===== src/common/game_pkg.sv =====
package game_pkg;

	typedef logic [1:0] level_t;      // 0..3, saturates at 3
	typedef logic [1:0] speed_t;      // object speed step
	typedef logic [1:0] life_t;       // lives left, 3 down to 1
	typedef logic [1:0] bird_mask_t;  // one bit per bird

	typedef struct packed {
		speed_t     tree_speed;
		speed_t     bird_speed;
		logic [2:0] trees;  // trees launched over the level
		bird_mask_t birds;  // birds launched at level start
	} level_cfg_t;

	// settings of one level
	function automatic level_cfg_t level_config(input level_t level);
		level_cfg_t cfg;
		cfg.tree_speed = (level == 2'd3) ? 2'd3 : level + 2'd1;
		cfg.bird_speed = level;
		cfg.trees      = {1'b0, level} + 3'd2;
		cfg.birds      = level[1] ? 2'b11 : 2'b01;  // second bird from level 2
		return cfg;
	endfunction

endpackage


===== src/common/spawn_pkg.sv =====
package spawn_pkg;

	// one frame worth of launches
	typedef struct packed {
		logic       shot;
		logic       tree;
		logic [1:0] birds;  // same layout as the bird mask
	} spawn_req_t;

	typedef logic [2:0] shot_slot_t;  // eight shot slots
	typedef logic [2:0] tree_slot_t;  // eight tree slots

endpackage


===== src/game_controller/level_fsm.sv =====
`timescale 1ns/100ps

module level_fsm (
	input  logic                  clk,
	input  logic                  resetN,
	input  logic                  level_up,
	output game_pkg::level_t      level,
	output game_pkg::level_cfg_t  cfg
);
	import game_pkg::*;

	level_t level_next;

	// saturating step to the next level
	always_comb begin
		level_next = level;
		if (level_up && (level != 2'd3))
			level_next = level + 2'd1;
	end

	// cfg tracks the level in the same cycle it changes
	always_ff @(posedge clk or negedge resetN) begin
		if (!resetN) begin
			level <= 2'd0;
			cfg   <= level_config(2'd0);
		end
		else begin
			level <= level_next;
			cfg   <= level_config(level_next);
		end
	end

	a_level_up_pulse: assert property (@(posedge clk) disable iff (!resetN)
		level_up |=> !level_up);

endmodule


===== src/game_controller/game_controller.sv =====
`timescale 1ns/100ps

module game_controller #(
	parameter int COOLDOWN_FRAMES = 4,
	parameter int TREE_INTERVAL   = 6,
	parameter int RED_FRAMES      = 8,
	parameter int LEVEL_DELAY     = 4
) (
	input  logic                  clk,
	input  logic                  resetN,
	input  logic                  start_of_frame,
	input  logic                  shoot,
	input  logic                  hit,           // single pulse per frame
	input  game_pkg::bird_mask_t  bird_alive,
	input  logic                  req_ready,
	output spawn_pkg::spawn_req_t req,
	output logic                  req_valid,
	output game_pkg::speed_t      tree_speed,
	output game_pkg::speed_t      bird_speed,
	output game_pkg::level_t      level,
	output game_pkg::life_t       lives,
	output logic                  player_red,
	output logic                  player_active
);
	import game_pkg::*;
	import spawn_pkg::*;

	localparam int CD_W  = $clog2(COOLDOWN_FRAMES + 1);
	localparam int TT_W  = $clog2(TREE_INTERVAL + 1);
	localparam int RED_W = $clog2(RED_FRAMES + 1);
	localparam int LD_W  = $clog2(LEVEL_DELAY + 1);

	localparam logic [CD_W-1:0]  CD_RELOAD  = CD_W'(COOLDOWN_FRAMES - 1);
	localparam logic [TT_W-1:0]  TREE_LAST  = TT_W'(TREE_INTERVAL - 1);
	localparam logic [RED_W-1:0] RED_LOAD   = RED_W'(RED_FRAMES);
	localparam logic [LD_W-1:0]  DELAY_LOAD = LD_W'(LEVEL_DELAY);

	logic [CD_W-1:0]  cooldown;    // frames until next shot
	logic [TT_W-1:0]  tree_timer;
	logic [RED_W-1:0] red_cnt;     // invincibility frames left
	logic [LD_W-1:0]  delay_cnt;   // frames until next level start
	logic [2:0]       trees_left;
	logic             start_pending;
	logic             birds_out;   // level birds in flight
	logic             level_up;
	level_cfg_t       cfg;

	logic       busy;
	logic       hit_taken;
	logic       fatal_hit;
	logic       can_launch;
	logic       start_now;
	logic       fire_shot;
	logic       fire_tree;
	logic       fire_birds;
	logic       tree_tick;
	spawn_req_t launch_req;

	level_fsm level_fsm_i (
		.clk      (clk),
		.resetN   (resetN),
		.level_up (level_up),
		.level    (level),
		.cfg      (cfg)
	);

	assign tree_speed = cfg.tree_speed;
	assign bird_speed = cfg.bird_speed;
	assign player_red = (red_cnt != '0);

	// a held request defers every launch of the frame
	assign busy       = req_valid && !req_ready;
	assign hit_taken  = hit && (red_cnt == '0) && player_active;
	assign fatal_hit  = hit_taken && (lives == 2'd1);
	assign can_launch = player_active && !fatal_hit && !busy;
	assign start_now  = start_pending || (delay_cnt == LD_W'(1));
	assign fire_shot  = can_launch && shoot && (cooldown == '0);
	assign fire_tree  = can_launch && (trees_left != '0) && (tree_timer == TREE_LAST);
	assign fire_birds = can_launch && start_now;
	assign tree_tick  = !busy && player_active && (trees_left != '0);

	always_comb begin
		launch_req.shot  = fire_shot;
		launch_req.tree  = fire_tree;
		launch_req.birds = fire_birds ? cfg.birds : 2'b00;
	end

	always_ff @(posedge clk or negedge resetN) begin
		if (!resetN) begin
			cooldown      <= '0;
			tree_timer    <= '0;
			red_cnt       <= '0;
			delay_cnt     <= '0;
			trees_left    <= '0;
			start_pending <= 1'b1;  // first frame starts level 0
			birds_out     <= 1'b0;
			level_up      <= 1'b0;
			lives         <= 2'd3;
			player_active <= 1'b1;
			req           <= '0;
			req_valid     <= 1'b0;
		end
		else begin
			level_up <= 1'b0;
			if (req_valid && req_ready)
				req_valid <= 1'b0;  // taken by the queue
			if (start_of_frame) begin
				if (red_cnt != '0)
					red_cnt <= red_cnt - 1'b1;
				if (delay_cnt != '0)
					delay_cnt <= delay_cnt - 1'b1;
				if (!busy && (cooldown != '0))
					cooldown <= cooldown - 1'b1;
				if (fire_shot)
					cooldown <= CD_RELOAD;
				if (tree_tick)
					tree_timer <= (tree_timer == TREE_LAST) ? '0 : tree_timer + 1'b1;
				if (fire_tree)
					trees_left <= trees_left - 3'd1;
				if (start_now)
					start_pending <= !fire_birds;  // keep waiting if deferred
				if (fire_birds) begin
					trees_left <= cfg.trees;
					tree_timer <= '0;
					birds_out  <= 1'b1;
				end
				if (hit_taken) begin
					if (fatal_hit)
						player_active <= 1'b0;  // game over
					else begin
						lives   <= lives - 2'd1;
						red_cnt <= RED_LOAD;
					end
				end
				if (birds_out && (bird_alive == 2'b00)) begin  // level cleared
					level_up  <= 1'b1;
					birds_out <= 1'b0;
					delay_cnt <= DELAY_LOAD;
				end
				if (fire_shot || fire_tree || fire_birds) begin
					req       <= launch_req;
					req_valid <= 1'b1;
				end
			end
		end
	end

	a_req_stable: assert property (@(posedge clk) disable iff (!resetN)
		req_valid && !req_ready |=> req_valid && $stable(req));

endmodule


===== src/design/spawn_queue.sv =====
`timescale 1ns/100ps

module spawn_queue (
	input  logic                  clk,
	input  logic                  resetN,
	input  spawn_pkg::spawn_req_t req,
	input  logic                  req_valid,
	input  logic                  head_ready,
	output logic                  req_ready,
	output spawn_pkg::spawn_req_t head,
	output logic                  head_valid
);
	import spawn_pkg::*;

	localparam int DEPTH = 4;

	spawn_req_t mem [DEPTH];
	logic [1:0] wr_ptr;
	logic [1:0] rd_ptr;
	logic [2:0] count;  // entries held, 0..4
	logic       push;
	logic       pop;

	assign req_ready  = (count != 3'(DEPTH));
	assign head_valid = (count != 3'd0);
	assign head       = mem[rd_ptr];
	assign push       = req_valid && req_ready;
	assign pop        = head_valid && head_ready;

	always_ff @(posedge clk) begin
		if (push)
			mem[wr_ptr] <= req;
	end

	// pointers wrap on their own at depth 4
	always_ff @(posedge clk or negedge resetN) begin
		if (!resetN) begin
			wr_ptr <= 2'd0;
			rd_ptr <= 2'd0;
			count  <= 3'd0;
		end
		else begin
			if (push)
				wr_ptr <= wr_ptr + 2'd1;
			if (pop)
				rd_ptr <= rd_ptr + 2'd1;
			case ({push, pop})
				2'b10:   count <= count + 3'd1;
				2'b01:   count <= count - 3'd1;
				default: count <= count;  // none, or both at once
			endcase
		end
	end

	a_no_overflow: assert property (@(posedge clk) disable iff (!resetN)
		req_valid && (count == 3'(DEPTH)) && !pop |=> $stable(wr_ptr) && (count == 3'(DEPTH)));
	a_no_underflow: assert property (@(posedge clk) disable iff (!resetN)
		(count == 3'd0) |=> $stable(rd_ptr));

endmodule


===== src/design/slot_allocator.sv =====
`timescale 1ns/100ps

module slot_allocator #(
	parameter int MAX_SHOTS = 8,
	parameter int MAX_TREES = 8
) (
	input  logic                  clk,
	input  logic                  resetN,
	input  spawn_pkg::spawn_req_t head,
	input  logic                  head_valid,
	input  logic                  deploy_ready,
	output logic                  head_ready,
	output logic [MAX_SHOTS-1:0]  deploy_shot,
	output logic [MAX_TREES-1:0]  deploy_tree,
	output game_pkg::bird_mask_t  deploy_bird
);
	import spawn_pkg::*;

	localparam shot_slot_t SHOT_LAST = shot_slot_t'(MAX_SHOTS - 1);
	localparam tree_slot_t TREE_LAST = tree_slot_t'(MAX_TREES - 1);

	shot_slot_t shot_ptr;  // next free shot slot
	tree_slot_t tree_ptr;
	logic       take;

	assign head_ready = deploy_ready;  // renderer decides
	assign take       = head_valid && deploy_ready;

	always_ff @(posedge clk or negedge resetN) begin
		if (!resetN) begin
			shot_ptr    <= '0;
			tree_ptr    <= '0;
			deploy_shot <= '0;
			deploy_tree <= '0;
			deploy_bird <= 2'b00;
		end
		else begin
			deploy_shot <= '0;  // pulses last one cycle
			deploy_tree <= '0;
			deploy_bird <= 2'b00;
			if (take) begin
				deploy_shot[shot_ptr] <= head.shot;
				deploy_tree[tree_ptr] <= head.tree;
				deploy_bird           <= head.birds;
				if (head.shot)
					shot_ptr <= (shot_ptr == SHOT_LAST) ? '0 : shot_ptr + 1'b1;
				if (head.tree)
					tree_ptr <= (tree_ptr == TREE_LAST) ? '0 : tree_ptr + 1'b1;
			end
		end
	end

	a_onehot: assert property (@(posedge clk) disable iff (!resetN)
		$onehot0(deploy_shot) && $onehot0(deploy_tree));

endmodule


===== src/design/game_top.sv =====
`timescale 1ns/100ps

module game_top #(
	parameter int MAX_SHOTS       = 8,
	parameter int MAX_TREES       = 8,
	parameter int COOLDOWN_FRAMES = 4,
	parameter int TREE_INTERVAL   = 6,
	parameter int RED_FRAMES      = 8,
	parameter int LEVEL_DELAY     = 4
) (
	input  logic                  clk,
	input  logic                  resetN,
	input  logic                  start_of_frame,
	input  logic                  shoot,
	input  game_pkg::bird_mask_t  bird_alive,
	input  logic                  hit,
	input  logic                  deploy_ready,
	output game_pkg::speed_t      tree_speed,
	output game_pkg::speed_t      bird_speed,
	output logic [MAX_SHOTS-1:0]  deploy_shot,
	output logic [MAX_TREES-1:0]  deploy_tree,
	output game_pkg::bird_mask_t  deploy_bird,
	output logic                  player_red,
	output logic                  player_active,
	output game_pkg::life_t       lives,
	output game_pkg::level_t      level
);
	import spawn_pkg::*;

	spawn_req_t req;
	spawn_req_t head;
	logic       req_valid;
	logic       req_ready;
	logic       head_valid;
	logic       head_ready;

	game_controller #(
		.COOLDOWN_FRAMES (COOLDOWN_FRAMES),
		.TREE_INTERVAL   (TREE_INTERVAL),
		.RED_FRAMES      (RED_FRAMES),
		.LEVEL_DELAY     (LEVEL_DELAY)
	) game_controller_i (
		.clk            (clk),
		.resetN         (resetN),
		.start_of_frame (start_of_frame),
		.shoot          (shoot),
		.hit            (hit),
		.bird_alive     (bird_alive),
		.req_ready      (req_ready),
		.req            (req),
		.req_valid      (req_valid),
		.tree_speed     (tree_speed),
		.bird_speed     (bird_speed),
		.level          (level),
		.lives          (lives),
		.player_red     (player_red),
		.player_active  (player_active)
	);

	spawn_queue spawn_queue_i (
		.clk        (clk),
		.resetN     (resetN),
		.req        (req),
		.req_valid  (req_valid),
		.head_ready (head_ready),
		.req_ready  (req_ready),
		.head       (head),
		.head_valid (head_valid)
	);

	slot_allocator #(
		.MAX_SHOTS (MAX_SHOTS),
		.MAX_TREES (MAX_TREES)
	) slot_allocator_i (
		.clk          (clk),
		.resetN       (resetN),
		.head         (head),
		.head_valid   (head_valid),
		.deploy_ready (deploy_ready),
		.head_ready   (head_ready),
		.deploy_shot  (deploy_shot),
		.deploy_tree  (deploy_tree),
		.deploy_bird  (deploy_bird)
	);

endmodule


===== config.mk =====
export PLATFORM = sky130hd
export DESIGN_NAME = game_top
export DESIGN_NICKNAME = d
export VERILOG_FILES = /design/src/common/game_pkg.sv /design/src/common/spawn_pkg.sv /design/src/game_controller/level_fsm.sv /design/src/game_controller/game_controller.sv /design/src/design/spawn_queue.sv /design/src/design/slot_allocator.sv /design/src/design/game_top.sv
export SDC_FILE = /design/constraint.sdc
export NUM_CORES = 1
export LEC_CHECK = 0
export ABC_CLOCK_PERIOD_IN_PS = 2500
export BUFFER_PORTS_ARGS = -buffer_cell sky130_fd_sc_hd__clkbuf_2
export CORE_ASPECT_RATIO = 0.9
export CORE_MARGIN = 4
export CORE_UTILIZATION = 30
export DETAILED_ROUTE_END_ITERATION = 12
export SLEW_MARGIN = 20
export SYNTH_ARGS = -nofsm -noshare
export SYNTH_HDL_FRONTEND = slang
export SYNTH_SLANG_ARGS = --single-unit
export TNS_END_PERCENT = 30

===== constraint.sdc =====
create_clock -name clk -period 2.5 [get_ports clk]
set_input_delay 0.75 -clock clk [delete_from_list [all_inputs] [get_ports clk]]
set_output_delay 0.75 -clock clk [all_outputs]
set_load 0.02 [all_outputs]

Word-level counts from Yosys, hierarchy flattened
Memory sizes are Yosys's and may differ from the RTL's.
Cells that the tools add are included.
- register bits after elaboration: 67
- bits in writable memories: 16
- input bits: 8
- output and inout bits: 28
- word-level logic and storage cells: 146
- memories: 1
- $add $sub $neg: 15
- magnitude comparators: 4
- equal/unequal tests: 10
- muxes and demuxes: 35
- bitwise logic cells: 3
- reduce and logical (&&, ||, !) cells: 52
- memory list (name ; words ; width ; read ports ; clocked after memory_dff ; wr ports ; line ; text):
    spawn_queue_i.mem ; 4 ; 4 ; 1 ; 0 ; 1 ; spawn_queue.sv:17 ; spawn_req_t mem [DEPTH];
- operators by type and width (operator ; count):
    two-way mux 3 bit ; 11
    logical AND 1 bit ; 20
    AND reduction 2 bit ; 9
    bitwise AND 8 bit ; 2
    two-way mux 8 bit ; 2
    adder 3 x 1 -> 3 bit, second input constant ; 4
    two-way mux 4 bit ; 3
    nonzero test 2 bit ; 6
    nonzero test 3 bit ; 4
    subtractor 3 x 1 -> 3 bit, second input constant ; 4
    two-way mux 1 bit ; 11
    two-way mux 2 bit ; 5
    equality test 3 bit, second input constant ; 3
    adder 2 x 1 -> 2 bit, second input constant ; 4
    < comparator 3 x 4 -> 1 bit, second input constant ; 2
    demux 1 bit (select 3 bit) ; 2
    greater-or-equal comparator 3 x 1 -> 1 bit, second input constant ; 2
    one-hot mux 3 bit (2 select lines) ; 1
    AND reduction 3 bit ; 2
    equality test 2 x 1 -> 1 bit, second input constant ; 2
    equality test 2 bit, second input constant ; 2
    logical NOT 1 bit ; 4
    logical NOT 4 bit ; 1
    nonzero test 4 bit ; 1
    10 further kinds ; 12

Logic depth before layout (Yosys ltp)
- word-level depth: 13
- mapped depth: 9

Hierarchy
A second synthesis with hierarchy kept.
- cell total of the unflattened synthesis: 301
- area total of the unflattened synthesis: 3728.6 µm²
- by module, submodules not included (module ; instances ; cells an instance ; area an instance (µm²) ; sequential area each (µm²)):
    game_controller ; 1 ; 151 ; 1549.0 ; 680.7
    spawn_queue ; 1 ; 58 ; 1014.7 ; 655.6
    slot_allocator ; 1 ; 68 ; 893.4 ; 600.6
    level_fsm ; 1 ; 24 ; 271.5 ; 127.6

Worst setup path after synthesis
No wires, ideal clock.
- path kind: input to register
- start point: input port deploy_ready
- end point: register spawn_queue_i.count[2]
- library setup time: 0.079 ns
- arrival: 2.114 ns
- data required time: 2.421 ns
- path slack: 0.307 ns
- cell stages on the path: 8
- cells stage by stage: o31a_1 > clkbuf_1 > ha_1 > inv_1 > fa_1 > xor2_1 > nor2_1 > xor2_1
- cells in the longest elaborated chain, start to end: 3
- ends and longest elaborated chain (item ; line ; text):
    from (decl) ; game_top.sv:17 ; input logic deploy_ready,
    logical AND 1 bit (*) ; n/a ;
    named net slot_allocator_i.take ; slot_allocator.sv:24 ; logic take;
    equality test 2 x 1 -> 1 bit or equality test 2 bit (tied branches) ; spawn_queue.sv:47 ; case ({push, pop})
    one-hot mux 3 bit (2 select lines) or nonzero test 2 bit (tied branches) ; n/a ;
    to (signal assigned) ; spawn_queue.sv:48 ; 2'b10: count <= count + 3'd1;
    to (signal assigned) ; spawn_queue.sv:49 ; 2'b01: count <= count - 3'd1;
    to (signal assigned) ; spawn_queue.sv:50 ; default: count <= count;
    to (decl) ; spawn_queue.sv:20 ; logic [2:0] count;
Mark *: on every way through the listed nets, which the timed path passes. The rest lies on a longest branch.
A chain may end at the register's enable or synchronous reset.

Worst setup path in the final report
- start point: register game_controller_i.red_cnt[0]
- end point: output port player_red
- cells in the longest elaborated chain, start to end: 1
- ends and longest elaborated chain (item ; line ; text):
    from (decl) ; game_controller.sv:40 ; logic [RED_W-1:0] red_cnt;
    from (signal assigned) ; game_controller.sv:109 ; red_cnt <= red_cnt - 1'b1;
    nonzero test 4 bit ; game_controller.sv:69 ; assign player_red = (red_cnt != '0);
    to (decl) ; game_top.sv:23 ; output logic player_red,
Every way passes these cells.

==> flow_summary.json <==
{
  "min_period_ns": 2.355,
  "end_kind": "output pin",
  "syn-num-nets": 315,
  "internal_power_w": 0.002670,
  "irDropWorstVdd_mv": 0.4294,
  "wl_met3_um": 331,
  "power_switching_w": 0.001103,
  "drc": 0,
  "gp_congestion": 0.7674,
  "setup_viol": 0,
  "path_cells": "inv_1 > ha_1 > or3b_4 > clkbuf_2",
  "top_layer": "met4",
  "synth.cell_area_um2": 3530,
  "clk_pin_slew_ns": 0.06,
  "yosys_warnings": 0,
  "die_w_um": 122.3,
  "sw_frac_of_total_pct": 29.23,
  "synthTopCellsByArea": "dfrtp_1, edfxtp_1, ha_1",
  "finalCritPeriodShare_pct": 94.21,
  "io_buffers": 35,
  "clk_latency_ns": 0.33,
  "die-height_um": 110.9,
  "power_w": 0.003773,
  "syn_inst": 286,
  "ys_ff_latch": 79,
  "antennaDiodeCount": 0,
  "synth_top_cell_by_area": "dfrtp_1",
  "cts-root-buf": "clkbuf_16",
  "crit_path_max_incr_delay_ns": 0.44,
  "grt_start_max_net_pins": 64,
  "setup_tns_ns": 0,
  "antenna_found_initial": 0,
  "grt_pass1_wl_um": 10660,
  "cp.arrival_ns": 1.61,
  "grt_pass1_vias": 2302,
  "vias": 2181,
  "post-dp-hpwl_um": 4280,
  "worst-path-buf-inv": 2,
  "rsz0062_at_grt": "false",
  "ioPinCount": 36,
  "num-fill-cells": 1174,
  "row_count": 37,
  "vias_per_cell": 4.506,
  "multi_input_area_um2": 1303,
  "overflow": 0,
  "crit_slowest_cell": "or3b_4",
  "p_comb_share_pct": 19.8,
  "run_status": "complete, no violations",
  "nets": 352,
  "antenna_left": 0,
  "path_class": "reg2out",
  "drive_above_1_share_pct": 23.17,
  "fmax_ghz": 0.4246,
  "grt_usage_pct": 9.859,
  "htreeDepth": 3,
  "critical_path.max_fanout": 7,
  "final_max_slew_viol_count": 0,
  "ys.flop_type": "dfrtp_1",
  "p_seq_share_pct": 45.7,
  "drv_cap": 0,
  "relSlewSlack_pct": 69.93,
  "async_flop_share_pct": 79.75,
  "start_kind": "flop",
  "coreArea_um2": 11480,
  "seq_area_um2": 2064,
  "cts_sinks": 79,
  "cts_tree": "yes",
  "areaGrowthSynthToFinish_pct": 17.97,
  "synth_top_cell_area_share_pct": 40.41,
  "crit_family": "simple AND/OR/NAND/NOR gates",
  "clockBufferDepth": 2,
  "synth_enable_flop_cells": 16,
  "synth_cell_type_count": 53,
  "p_leak_nw": 1.844,
  "finalHoldViolCount": 0,
  "final_util_pct": 36.27,
  "hp-class": "in2async",
  "start_util_pct": 30.74,
  "powerDensity_nw_per_um2": 906.1,
  "clockPowerShare_pct": 34.5,
  "wl_um": 5979,
  "crit_required_ns": 1.75,
  "drt_iter0_drc": 68,
  "dieArea_um2": 13570,
  "wl_met1_um": 2688,
  "wl_per_cell_um": 12.35,
  "tightest_slew_ns": 0.4481,
  "dr_wl_met2_um": 2854,
  "fin_skew_ns": 0.004994,
  "firstDrtPassIters": 4,
  "syn_area_per_cell_um2": 12.34,
  "synth-seq-area-share_pct": 58.49,
  "cts_made_buffers": 9
}
==> cell usage after synthesis (4+ instances only) <==
| library cell | n |
|---|---|
| dfstp_2 | 6 |
| buf_4 | 6 |
| or2_2 | 4 |
| xor2_1 | 4 |
| dfrtp_1 | 57 |
| ha_1 | 20 |
| and2_1 | 8 |
| nor4b_1 | 4 |
| mux2_2 | 4 |
| xnor2_1 | 6 |
| nand2_1 | 25 |
| nor2_1 | 10 |
| a21oi_1 | 5 |
| o21ai_0 | 15 |
| mux4_2 | 4 |
| nor3b_1 | 6 |
| nor3_1 | 8 |
| edfxtp_1 | 16 |
| inv_1 | 22 |
| nand3_1 | 7 |
==> flip-flops by register name, summed over array words and instances, names as in the netlist, 3 cells and up <==
name,cells
game_controller_i.cooldown,3
game_controller_i.delay_cnt,3
game_controller_i.level_fsm_i.cfg,5
game_controller_i.red_cnt,4
game_controller_i.req,4
game_controller_i.tree_timer,3
game_controller_i.trees_left,3
slot_allocator_i.deploy_shot,8
slot_allocator_i.deploy_tree,8
slot_allocator_i.shot_ptr,3
slot_allocator_i.tree_ptr,3
spawn_queue_i.count,3
spawn_queue_i.mem,16
==> logic make-up (layout without fill, tap and decap cells) <==
family / count (synthesis) / after routing / synth area share (%)
and+or+nand+nor: 88 / 88 / 13.58
buffers and inverters: 35 / 77 / 4.679
adders and majority gates: 21 / 21 / 7.657
xor gates and xnor gates: 10 / 10 / 2.481
DFF: 79 / 79 / 58.49
AOI/OAI and AO/OA: 42 / 42 / 8.259
muxes: 11 / 11 / 4.856
==> power by group through the flow <==
| stage | clock [W] | sequential, W | combinational [W] |
|---|---|---|---|
| after floorplan | 0 | 0.00172 | 0.000578 |
| after global placement | 0 | 0.00174 | 0.000721 |
| after detailed placement | 0 | 0.00175 | 0.000757 |
| after CTS | 0.00134 | 0.00173 | 0.000762 |
| after global routing | 0.00140 | 0.00176 | 0.000858 |
| final | 0.00130 | 0.00172 | 0.000748 |
==> layout make-up <==
cell class                      count  share of cell area (%)
Multi-Input combinational cell    172                   31.28
Inverter                           22                   1.983
Clock buffer                       12                   5.919
Clock inverter                      4                   1.322
Sequential cell                    79                   49.58
Tap cell                          156                   4.687
Timing Repair Buffer               39                   5.228
==> placed cells by master (no fill, tap or decap), drive strengths merged, types with 3 or more instances in the layout <==
cell / count
dfrtp: 57
clkbuf: 47
nand2: 25
inv: 22
ha: 20
edfxtp: 16
o21ai: 16
nor2: 10
nor3: 8
and2: 8
nand3: 7
nor3b: 6
xnor2: 6
dfstp: 6
a21oi: 6
mux2: 6
mux4: 4
nor4b: 4
or2: 4
xor2: 4
buf: 4
a21o: 3
o211ai: 3
==> stage by stage <==
step,instance area [um2],instances,hold slack [ns],worst slack [ns]
floorplan,3530,286,0.4498,0.3066
global placement,3860,468,0.4695,0.4323
detailed placement,3860,468,0.4950,0.3818
CTS,4161,484,0.4327,0.03653
global route,4164,484,0.4547,0.04862
finish,4164,484,0.4161,0.1446
==> what timing repair did <==
action,in CTS,in global routing
setup buffers,0,0
gates resized for setup,0,1
setup endpoints to repair,0,1
hold buffers,0,0
==> metal layers <==
metal | track usage [%] | vias to the layer above
li1 | - | 1063
met1 | 11.90 | 1070
met2 | 15.79 | 35
met3 | 3.980 | 13
met4 | 3.582 | 0
met5 | 0 | -
==> path summary, 6_finish.rpt <==
| check | startpoint | to | slack (ns) | cells after the start |
|---|---|---|---|---|
| worst max-delay path | game_controller_i.red_cnt[0] | player_red | 0.14 | 4 |
| worst min-delay path | resetN | spawn_queue_i.count[2] | 0.42 | 2 |
| worst max register to register | game_controller_i.red_cnt[0] | game_controller_i.req[1] | 0.47 | 6 |
| worst min register to register | game_controller_i.delay_cnt[1] | game_controller_i.delay_cnt[1] | 0.50 | 2 |
| max in group asynchronous | resetN | game_controller_i.level_fsm_i.cfg[7] | 1.75 | 2 |
| min in group clk | game_controller_i.delay_cnt[1] | game_controller_i.delay_cnt[1] | 0.50 | 2 |
No activity file was read; power rests on OpenSTA's default activity.
